[src/rtl/scan_out_settings.svh]
/* Address map and timing constants shared by the RTL and the testbench.
   SO_PWM_PERIOD must stay a multiple of 16 so every duty step is whole clocks. */

`ifndef SCAN_OUT_SETTINGS_SVH
`define SCAN_OUT_SETTINGS_SVH

// AXI4-Lite byte address width
`define SO_AXI_ADDR_W 4

// Only decoded address, anything else answers SLVERR
`define SO_CTRL_ADDR 4'h0

// Fan and LED PWM period in pclk_out cycles
`define SO_PWM_PERIOD 64

`endif

[src/rtl/scan_out_pkg.sv]
/* Types shared by the output path. ctrl_cfg_t follows the control register
   bit for bit; reserved bits 7:6 are always stored and read as zero. */

package scan_out_pkg;

    typedef struct packed {
        logic [7:0] r;
        logic [7:0] g;
        logic [7:0] b;
    } pixel_t;

    // Value 3 is reserved and handled like RGSB
    typedef enum logic [1:0] {
        RGBHV = 2'd0,
        RGBCS = 2'd1,
        RGSB  = 2'd2
    } extra_out_mode_e;

    typedef enum logic [1:0] {
        OFF       = 2'd0,
        EXTRA_OUT = 2'd1,
        LEGACY_IN = 2'd2
    } exp_sel_e;

    typedef struct packed {
        logic [3:0]      led_duty;
        logic [3:0]      fan_duty;
        logic [1:0]      reserved;
        exp_sel_e        exp_sel;
        extra_out_mode_e extra_out_mode;
        logic            framelock;
        logic            poweron;
    } ctrl_cfg_t;

    typedef enum logic [1:0] {
        OKAY   = 2'd0,
        SLVERR = 2'd2
    } axi_resp_e;

endpackage

[src/rtl/video_if.sv]
/* One pixel per clock with its sync and data enable.
   No handshake, the sink must take every beat. */

interface video_if;

    scan_out_pkg::pixel_t pix;
    logic                 hsync;
    logic                 vsync;
    logic                 de;

    modport source (
        output pix,
        output hsync,
        output vsync,
        output de
    );

    modport sink (
        input pix,
        input hsync,
        input vsync,
        input de
    );

endinterface

[src/rtl/ctrl_regs.sv]
/* AXI4-Lite slave, single outstanding write and read, 32-bit data bus.
   Only byte lanes 0 and 1 exist; other addresses answer SLVERR and read zero. */

`include "scan_out_settings.svh"

module ctrl_regs (
    input  logic                        pclk_out,
    input  logic                        po_reset_n,
    input  logic [`SO_AXI_ADDR_W-1:0]   awaddr_i,
    input  logic                        awvalid_i,
    output logic                        awready_o,
    input  logic [31:0]                 wdata_i,
    input  logic [3:0]                  wstrb_i,
    input  logic                        wvalid_i,
    output logic                        wready_o,
    output scan_out_pkg::axi_resp_e     bresp_o,
    output logic                        bvalid_o,
    input  logic                        bready_i,
    input  logic [`SO_AXI_ADDR_W-1:0]   araddr_i,
    input  logic                        arvalid_i,
    output logic                        arready_o,
    output logic [31:0]                 rdata_o,
    output scan_out_pkg::axi_resp_e     rresp_o,
    output logic                        rvalid_o,
    input  logic                        rready_i,
    output scan_out_pkg::ctrl_cfg_t     cfg_o
);

    scan_out_pkg::ctrl_cfg_t cfg_q;
    scan_out_pkg::ctrl_cfg_t cfg_wr;
    logic [15:0]             wr_merge;
    logic                    wr_rdy;
    logic                    rd_rdy;
    logic                    wr_hs;
    logic                    rd_hs;
    logic                    wr_hit;
    logic                    rd_hit;

    assign awready_o = wr_rdy;
    assign wready_o  = wr_rdy;
    assign arready_o = rd_rdy;
    assign cfg_o     = cfg_q;

    // Address and data are taken together in one beat
    assign wr_hs  = wr_rdy & awvalid_i & wvalid_i;
    assign rd_hs  = rd_rdy & arvalid_i;
    assign wr_hit = (awaddr_i == `SO_CTRL_ADDR);
    assign rd_hit = (araddr_i == `SO_CTRL_ADDR);

    // Merge strobed bytes into the current value
    always_comb begin
        wr_merge = cfg_q;
        if (wstrb_i[0]) begin
            wr_merge[7:0] = wdata_i[7:0];
        end
        if (wstrb_i[1]) begin
            wr_merge[15:8] = wdata_i[15:8];
        end
        cfg_wr          = scan_out_pkg::ctrl_cfg_t'(wr_merge);
        cfg_wr.reserved = '0;
    end

    always_ff @(posedge pclk_out or negedge po_reset_n) begin
        if (!po_reset_n) begin
            wr_rdy   <= 1'b0;
            rd_rdy   <= 1'b0;
            bvalid_o <= 1'b0;
            rvalid_o <= 1'b0;
            cfg_q    <= '0;
        end else begin
            // Single-cycle ready pulses, blocked while a response waits
            wr_rdy <= !wr_rdy && awvalid_i && wvalid_i && !bvalid_o;
            rd_rdy <= !rd_rdy && arvalid_i && !rvalid_o;

            if (wr_hs && wr_hit) begin
                cfg_q <= cfg_wr;
            end

            if (wr_hs) begin
                bvalid_o <= 1'b1;
            end else if (bready_i) begin
                bvalid_o <= 1'b0;
            end

            if (rd_hs) begin
                rvalid_o <= 1'b1;
            end else if (rready_i) begin
                rvalid_o <= 1'b0;
            end
        end
    end

    // Response payload only moves on a handshake
    always_ff @(posedge pclk_out) begin
        if (wr_hs) begin
            if (wr_hit) begin
                bresp_o <= scan_out_pkg::OKAY;
            end else begin
                bresp_o <= scan_out_pkg::SLVERR;
            end
        end
        if (rd_hs) begin
            if (rd_hit) begin
                rdata_o <= {16'h0000, cfg_q};
                rresp_o <= scan_out_pkg::OKAY;
            end else begin
                rdata_o <= '0;
                rresp_o <= scan_out_pkg::SLVERR;
            end
        end
    end

endmodule

[src/rtl/osd_mixer.sv]
/* OSD colour replaces the scaler pixel while osd_enable_i is high.
   Stage 1 feeds the expansion path, stage 2 drives the HDMI transmitter. */

module osd_mixer (
    input  logic                    pclk_out,
    input  logic                    po_reset_n,
    input  scan_out_pkg::ctrl_cfg_t cfg_i,
    input  scan_out_pkg::pixel_t    pix_i,
    input  logic                    hsync_i,
    input  logic                    vsync_i,
    input  logic                    de_i,
    input  logic                    osd_enable_i,
    input  logic [2:0]              osd_color_i,
    video_if.source                 vid_o,
    output scan_out_pkg::pixel_t    hdmi_pix_o,
    output logic                    hdmi_hsync_o,
    output logic                    hdmi_vsync_o,
    output logic                    hdmi_de_o,
    output logic                    tx_5v_en_o
);

    scan_out_pkg::pixel_t osd_pix;
    scan_out_pkg::pixel_t mix_pix;
    scan_out_pkg::pixel_t s1_pix;
    logic                 s1_hsync;
    logic                 s1_vsync;
    logic                 s1_de;

    // Colour bits 2..0 select full or zero R, G, B
    always_comb begin
        osd_pix.r = {8{osd_color_i[2]}};
        osd_pix.g = {8{osd_color_i[1]}};
        osd_pix.b = {8{osd_color_i[0]}};
        mix_pix   = osd_enable_i ? osd_pix : pix_i;
    end

    always_ff @(posedge pclk_out) begin
        s1_pix     <= mix_pix;
        hdmi_pix_o <= s1_pix;
    end

    always_ff @(posedge pclk_out or negedge po_reset_n) begin
        if (!po_reset_n) begin
            s1_hsync     <= 1'b0;
            s1_vsync     <= 1'b0;
            s1_de        <= 1'b0;
            hdmi_hsync_o <= 1'b0;
            hdmi_vsync_o <= 1'b0;
            hdmi_de_o    <= 1'b0;
            tx_5v_en_o   <= 1'b0;
        end else begin
            s1_hsync     <= hsync_i;
            s1_vsync     <= vsync_i;
            s1_de        <= de_i;
            hdmi_hsync_o <= s1_hsync;
            hdmi_vsync_o <= s1_vsync;
            hdmi_de_o    <= s1_de;
            tx_5v_en_o   <= cfg_i.poweron;
        end
    end

    assign vid_o.pix   = s1_pix;
    assign vid_o.hsync = s1_hsync;
    assign vid_o.vsync = s1_vsync;
    assign vid_o.de    = s1_de;

endmodule

[src/rtl/extra_out_encoder.sv]
/* Analog expansion output, RGBHV / RGBCS / RGsB only (no YPbPr converter).
   Both stages freeze unless exp_sel is EXTRA_OUT; mode 3 behaves as RGsB. */

module extra_out_encoder (
    input  logic                    pclk_out,
    input  logic                    po_reset_n,
    input  scan_out_pkg::ctrl_cfg_t cfg_i,
    video_if.sink                   vid_i,
    output scan_out_pkg::pixel_t    vga_pix_o,
    output logic                    vga_hs_o,
    output logic                    vga_vs_o,
    output logic                    vga_blank_n_o,
    output logic                    vga_sync_n_o,
    output logic                    vga_oe_o
);

    scan_out_pkg::pixel_t pix_pre;
    logic                 enable;
    logic                 csync;
    logic                 hs_fmt;
    logic                 vs_fmt;
    logic                 sync_n_fmt;
    logic                 hs_pre;
    logic                 vs_pre;
    logic                 blank_n_pre;
    logic                 sync_n_pre;

    assign enable   = (cfg_i.exp_sel == scan_out_pkg::EXTRA_OUT);
    assign vga_oe_o = enable;

    // Composite sync, high outside both pulses
    assign csync = ~(vid_i.hsync ^ vid_i.vsync);

    always_comb begin
        if (cfg_i.extra_out_mode == scan_out_pkg::RGBHV) begin
            hs_fmt = vid_i.hsync;
            vs_fmt = vid_i.vsync;
        end else begin
            hs_fmt = csync;
            vs_fmt = 1'b1;
        end
        // Sync on green for RGsB and the reserved code
        sync_n_fmt = (cfg_i.extra_out_mode >= scan_out_pkg::RGSB) ? csync : 1'b0;
    end

    always_ff @(posedge pclk_out or negedge po_reset_n) begin
        if (!po_reset_n) begin
            pix_pre       <= '0;
            hs_pre        <= 1'b0;
            vs_pre        <= 1'b0;
            blank_n_pre   <= 1'b0;
            sync_n_pre    <= 1'b0;
            vga_pix_o     <= '0;
            vga_hs_o      <= 1'b0;
            vga_vs_o      <= 1'b0;
            vga_blank_n_o <= 1'b0;
            vga_sync_n_o  <= 1'b0;
        end else if (enable) begin
            pix_pre       <= vid_i.pix;
            hs_pre        <= hs_fmt;
            vs_pre        <= vs_fmt;
            blank_n_pre   <= vid_i.de;
            sync_n_pre    <= sync_n_fmt;
            vga_pix_o     <= pix_pre;
            vga_hs_o      <= hs_pre;
            vga_vs_o      <= vs_pre;
            vga_blank_n_o <= blank_n_pre;
            vga_sync_n_o  <= sync_n_pre;
        end
    end

endmodule

[src/rtl/pwm_2ch.sv]
/* Fan and LED PWM from one free-running counter, 16 duty steps per period.
   PERIOD must be a multiple of 16. */

`include "scan_out_settings.svh"

module pwm_2ch #(
    parameter int PERIOD = `SO_PWM_PERIOD
) (
    input  logic                    pclk_out,
    input  logic                    po_reset_n,
    input  scan_out_pkg::ctrl_cfg_t cfg_i,
    output logic                    fan_pwm_n_o,
    output logic [2:0]              led_o
);

    localparam int CW   = $clog2(PERIOD);
    localparam int STEP = PERIOD / 16;

    logic [CW-1:0] cnt;
    logic [CW:0]   fan_thr;
    logic [CW:0]   led_thr;
    logic          fan_ch;
    logic          led_ch;

    assign fan_thr = (CW+1)'(cfg_i.fan_duty * STEP);
    assign led_thr = (CW+1)'(cfg_i.led_duty * STEP);

    always_ff @(posedge pclk_out or negedge po_reset_n) begin
        if (!po_reset_n) begin
            cnt    <= '0;
            fan_ch <= 1'b0;
            led_ch <= 1'b0;
        end else begin
            if (cnt == CW'(PERIOD - 1)) begin
                cnt <= '0;
            end else begin
                cnt <= cnt + 1'b1;
            end
            fan_ch <= ({1'b0, cnt} < fan_thr);
            led_ch <= ({1'b0, cnt} < led_thr);
        end
    end

    // Fan driver is active low, off while powered down
    assign fan_pwm_n_o = ~(cfg_i.poweron & fan_ch);

    // Standby LED on bit 0, framelock on bit 2
    assign led_o = {3{led_ch}} & {cfg_i.framelock & cfg_i.poweron,
                                  cfg_i.poweron,
                                  ~cfg_i.poweron};

endmodule

[src/rtl/scan_out_top.sv]
/* Output side of the scan converter, all on pclk_out with po_reset_n.
   Control comes from one AXI4-Lite register at SO_CTRL_ADDR. */

`include "scan_out_settings.svh"

module scan_out_top (
    input  logic                        pclk_out,
    input  logic                        po_reset_n,
    input  logic [`SO_AXI_ADDR_W-1:0]   s_axi_awaddr_i,
    input  logic                        s_axi_awvalid_i,
    output logic                        s_axi_awready_o,
    input  logic [31:0]                 s_axi_wdata_i,
    input  logic [3:0]                  s_axi_wstrb_i,
    input  logic                        s_axi_wvalid_i,
    output logic                        s_axi_wready_o,
    output scan_out_pkg::axi_resp_e     s_axi_bresp_o,
    output logic                        s_axi_bvalid_o,
    input  logic                        s_axi_bready_i,
    input  logic [`SO_AXI_ADDR_W-1:0]   s_axi_araddr_i,
    input  logic                        s_axi_arvalid_i,
    output logic                        s_axi_arready_o,
    output logic [31:0]                 s_axi_rdata_o,
    output scan_out_pkg::axi_resp_e     s_axi_rresp_o,
    output logic                        s_axi_rvalid_o,
    input  logic                        s_axi_rready_i,
    input  logic [7:0]                  sc_r_i,
    input  logic [7:0]                  sc_g_i,
    input  logic [7:0]                  sc_b_i,
    input  logic                        sc_hsync_i,
    input  logic                        sc_vsync_i,
    input  logic                        sc_de_i,
    input  logic                        osd_enable_i,
    input  logic [2:0]                  osd_color_i,
    output logic [7:0]                  hdmitx_r_o,
    output logic [7:0]                  hdmitx_g_o,
    output logic [7:0]                  hdmitx_b_o,
    output logic                        hdmitx_hsync_o,
    output logic                        hdmitx_vsync_o,
    output logic                        hdmitx_de_o,
    output logic                        hdmitx_5v_en_o,
    output logic [7:0]                  vga_r_o,
    output logic [7:0]                  vga_g_o,
    output logic [7:0]                  vga_b_o,
    output logic                        vga_hs_o,
    output logic                        vga_vs_o,
    output logic                        vga_blank_n_o,
    output logic                        vga_sync_n_o,
    output logic                        vga_oe_o,
    output logic                        fan_pwm_n_o,
    output logic [2:0]                  led_o
);

    scan_out_pkg::ctrl_cfg_t cfg;
    scan_out_pkg::pixel_t    hdmi_pix;
    scan_out_pkg::pixel_t    vga_pix;

    video_if u_vid_if ();

    ctrl_regs u_ctrl_regs (
        .pclk_out   (pclk_out),
        .po_reset_n (po_reset_n),
        .awaddr_i   (s_axi_awaddr_i),
        .awvalid_i  (s_axi_awvalid_i),
        .awready_o  (s_axi_awready_o),
        .wdata_i    (s_axi_wdata_i),
        .wstrb_i    (s_axi_wstrb_i),
        .wvalid_i   (s_axi_wvalid_i),
        .wready_o   (s_axi_wready_o),
        .bresp_o    (s_axi_bresp_o),
        .bvalid_o   (s_axi_bvalid_o),
        .bready_i   (s_axi_bready_i),
        .araddr_i   (s_axi_araddr_i),
        .arvalid_i  (s_axi_arvalid_i),
        .arready_o  (s_axi_arready_o),
        .rdata_o    (s_axi_rdata_o),
        .rresp_o    (s_axi_rresp_o),
        .rvalid_o   (s_axi_rvalid_o),
        .rready_i   (s_axi_rready_i),
        .cfg_o      (cfg)
    );

    osd_mixer u_osd_mixer (
        .pclk_out     (pclk_out),
        .po_reset_n   (po_reset_n),
        .cfg_i        (cfg),
        .pix_i        ({sc_r_i, sc_g_i, sc_b_i}),
        .hsync_i      (sc_hsync_i),
        .vsync_i      (sc_vsync_i),
        .de_i         (sc_de_i),
        .osd_enable_i (osd_enable_i),
        .osd_color_i  (osd_color_i),
        .vid_o        (u_vid_if.source),
        .hdmi_pix_o   (hdmi_pix),
        .hdmi_hsync_o (hdmitx_hsync_o),
        .hdmi_vsync_o (hdmitx_vsync_o),
        .hdmi_de_o    (hdmitx_de_o),
        .tx_5v_en_o   (hdmitx_5v_en_o)
    );

    extra_out_encoder u_extra_out_encoder (
        .pclk_out      (pclk_out),
        .po_reset_n    (po_reset_n),
        .cfg_i         (cfg),
        .vid_i         (u_vid_if.sink),
        .vga_pix_o     (vga_pix),
        .vga_hs_o      (vga_hs_o),
        .vga_vs_o      (vga_vs_o),
        .vga_blank_n_o (vga_blank_n_o),
        .vga_sync_n_o  (vga_sync_n_o),
        .vga_oe_o      (vga_oe_o)
    );

    pwm_2ch #(
        .PERIOD (`SO_PWM_PERIOD)
    ) u_pwm_2ch (
        .pclk_out    (pclk_out),
        .po_reset_n  (po_reset_n),
        .cfg_i       (cfg),
        .fan_pwm_n_o (fan_pwm_n_o),
        .led_o       (led_o)
    );

    assign hdmitx_r_o = hdmi_pix.r;
    assign hdmitx_g_o = hdmi_pix.g;
    assign hdmitx_b_o = hdmi_pix.b;
    assign vga_r_o    = vga_pix.r;
    assign vga_g_o    = vga_pix.g;
    assign vga_b_o    = vga_pix.b;

endmodule

[config.mk]
export PLATFORM = sky130hd
export DESIGN_NAME = scan_out_top
export DESIGN_NICKNAME = d
export VERILOG_FILES = /design/src/rtl/scan_out_pkg.sv /design/src/rtl/video_if.sv /design/src/rtl/ctrl_regs.sv /design/src/rtl/osd_mixer.sv /design/src/rtl/extra_out_encoder.sv /design/src/rtl/pwm_2ch.sv /design/src/rtl/scan_out_top.sv
export VERILOG_INCLUDE_DIRS = /design/src /design/src/rtl
export SDC_FILE = /design/constraint.sdc
export NUM_CORES = 1
export LEC_CHECK = 0
export BUFFER_PORTS_ARGS = -buffer_cell sky130_fd_sc_hd__buf_2
export CAP_MARGIN = 20
export CORE_MARGIN = 8
export CORE_UTILIZATION = 40
export CTS_BUF_LIST = sky130_fd_sc_hd__clkbuf_16
export DETAILED_ROUTE_END_ITERATION = 8
export GPL_ROUTABILITY_DRIVEN = 0
export HOLD_SLACK_MARGIN = 0.05
export PLACE_DENSITY = 0.66
export SYNTH_ARGS = -nofsm -noshare
export SYNTH_HDL_FRONTEND = slang
export SYNTH_SLANG_ARGS = --single-unit
export TNS_END_PERCENT = 10
[constraint.sdc]
create_clock -name pclk_out -period 4.7 [get_ports pclk_out]
set_input_delay 0.705 -clock pclk_out [delete_from_list [all_inputs] [get_ports pclk_out]]
set_output_delay 0.705 -clock pclk_out [all_outputs]
set_load 0.01 [all_outputs]
==> results.yml <==
routing:
  drt_iter0_drc: 130
  vias_per_cell: 4.46
  vias: 3251
  final_antenna_net_count: 0
  drc: 0
  wl_per_cell_um: 15.0
  first_pass_iters: 4
  routed_wl_mm: 10.9
place:
  port_buffers: 143
  hpwl_mm: 8.06
  placed_cell_area_mm2: 0.00621
yosys:
  synth_top_area_share_pct: 41.5
  yosysWarnings: 0
  synth.distinct_cells: 31
  synthCells: 387
  netlist.top_cell.by_area: "dfrtp_1"
  synth_edf_count: 16
  ys_ff_latch: 153
  synth_ff_type: "dfrtp_1"
  async_flop_share_pct: 58.2
  synthesis.area_mm2: 0.00536
  synth.avg_cell_area_um2: 13.9
  synth_area_leaders: "dfrtp_1 42%, dfxtp_1 18%, mux2_2 14%"
  ys_seq_area_share_pct: 68.4
worst_hold_path:
  hp-class: "input port to async pin"
clock_tree:
  cts_tree: "built"
  cts_buffers: 17
  root_buffer: "clkbuf_16"
  ctsHoldBuffers: 0
  cts.sinks: 153
  post_cts_buffers: 0
  clockBufferDepth: 2
  clkLatencyLatePin_ns: 0.42
  clkTransAtPathRegs_ns: 0.06
  ctsResizeCount: 0
  h-tree-depth: 4
sta:
  post-route-min-period_ns: 2.32
  setup_violations: 0
  setup_tns_ns: 0
  hold_violations: 0
  slew_headroom_pct: 54.1
  slew_viol_final: 0
  period_share_pct: 49.4
  skew_ns: 0.00788
  fmax_mhz: 431
  hold_slack_ns: 0.330
  rsz0062_at_grt: "false"
  worstMarginPinSlew_ns: 0.689
job:
  drv_cap: 0
grt:
  grt_pass1_wl_mm: 18.5
  grt_antenna_before_repair: 1
  overflow: 0
  grt_max_degree: 54
  grt_pass1_vias: 3645
  grt_use_total_pct: 13.3
power:
  peakVddDrop_mv: 0.247
  p_per_area_mw_per_mm2: 500
  p_leak_nw: 3.46
floorplan:
  die_w_um: 132
  rows: 42
  ios: 184
  die-area_mm2: 0.0174
  start_util_pct: 40.7
  core_area_mm2: 0.0132
  die_h_um: 132
critical_path:
  start_kind: "flop"
  path_max_fanout: 24
  crit_arrival_ns: 1.62
  required_ns: 3.99
  critPathCaptureType: "output pin"
  crit_type: "flop to output pin"
finish:
  nNetsFinal: 629
  drive_gt1_share_pct: 44.7
  areaGrowthSynthToFinish_pct: 27.6
  final_cell_area_mm2: 0.00685
  diodes: 0
  fillCellCount: 1191
  final_util_pct: 51.9
status:
  status: "completed"
cells by family (layout without fill, tap and decap cells):
group                      Yosys count  count (layout)  synth area share, %
xor gates and xnor gates             4               4                0.653
muxes                               67              67                 14.1
other                                1              20               0.0699
DFF                                153             153                 68.4
AOI/OAI and AO/OA                   39              39                 3.87
and+or+nand+nor                     50              50                 5.23
buffers and inverters               66             213                 6.09
adders and majority gates            7               7                 1.63
state kept, by name, indices dropped and copies added (netlist names), 6 cells and up:
signal / cells
u_extra_out_encoder.vga_pix_o: 24
u_osd_mixer.hdmi_pix_o: 24
u_ctrl_regs.rdata_o: 14
u_pwm_2ch.cnt: 6
u_extra_out_encoder.pix_pre: 24
u_ctrl_regs.cfg_o: 14
u_osd_mixer.vid_o.pix: 24
cells in the mapped netlist (all sizes together) (2+ instances only):
cell type / n
inv: 35
nor3: 5
a21o: 2
and3: 2
clkbuf: 5
o21ai: 27
mux2: 67
nor2: 9
ha: 7
dfrtp: 89
nand2b: 2
dfxtp: 48
a21oi: 7
buf: 26
nand3: 4
xor2: 2
nand2: 11
edfxtp: 16
nor2b: 2
and2: 10
xnor2: 2
o21a: 2
metrics by stage:
step / power, mW / worst slack [ns] / cells
floorplan: 1.85 / 2.60 / 406
global placement: 2.01 / 2.30 / 697
detailed placement: 2.03 / 2.32 / 697
CTS: 3.48 / 2.32 / 729
global route: 3.59 / 2.25 / 729
finish: 3.43 / 2.38 / 729
worst max-delay path, stage by stage, from the launching register on:
cell     delay, ns
dfrtp_1       0.41
nor2b_4       0.54
buf_2         0.25
path summary, 6_finish.rpt:
path	startpoint	endpoint	slack (ns)	cells past startpoint
max reg2reg	u_ctrl_regs.cfg_o[5]	u_extra_out_encoder.vga_pix_o[2]	2.68	3
min	po_reset_n	u_ctrl_regs.cfg_o[10]	0.33	1
max in group asynchronous	po_reset_n	u_extra_out_encoder.pix_pre[19]	3.43	2
min reg2reg	u_osd_mixer.vid_o.pix[17]	u_osd_mixer.hdmi_pix_o[17]	0.35	0
max	u_ctrl_regs.cfg_o[5]	vga_oe_o	2.38	2
min in group pclk_out	u_osd_mixer.vid_o.pix[17]	u_osd_mixer.hdmi_pix_o[17]	0.35	0
cell type report:
| class | count | area [um^2] | area share [%] |
|---|---|---|---|
| Clock buffer | 19 | 475 | 6.94 |
| Clock inverter | 13 | 163 | 2.38 |
| Inverter | 35 | 131 | 1.92 |
| Multi-Input combinational cell | 187 | 1450 | 21.1 |
| Sequential cell | 153 | 3670 | 53.6 |
| Tap cell | 176 | 220 | 3.22 |
| Timing Repair Buffer | 146 | 741 | 10.8 |
cell usage in the layout (no fill, tap or decap), types with 3 or more instances in the layout:
master     instances
buf_2            142
inv_1             36
nand2_1           11
nor3_1             3
o21ai_0           27
dfxtp_1           48
buf_4              4
nand3_1            4
and2_1            10
nor2_1             9
mux2_2            67
clkbuf_16         19
ha_1               7
bufinv_16          3
inv_6              4
edfxtp_1          16
dfrtp_1           89
a21oi_1            7
conb_1            20
where the power goes:
part / switching [mW] / total (mW) / internal, mW
logic: 0.180 / 0.378 / 0.198
registers: 0.0927 / 1.61 / 1.52
clock network: 0.530 / 1.43 / 0.902
per-layer routing:
metal | wire, um | track usage (%)
met2 | 5030 | 20.6
met5 | 11 | 0
met4 | 189 | 5.36
met3 | 1070 | 7.01
met1 | 4610 | 15.1
No activity file was read; power rests on OpenSTA's default activity.
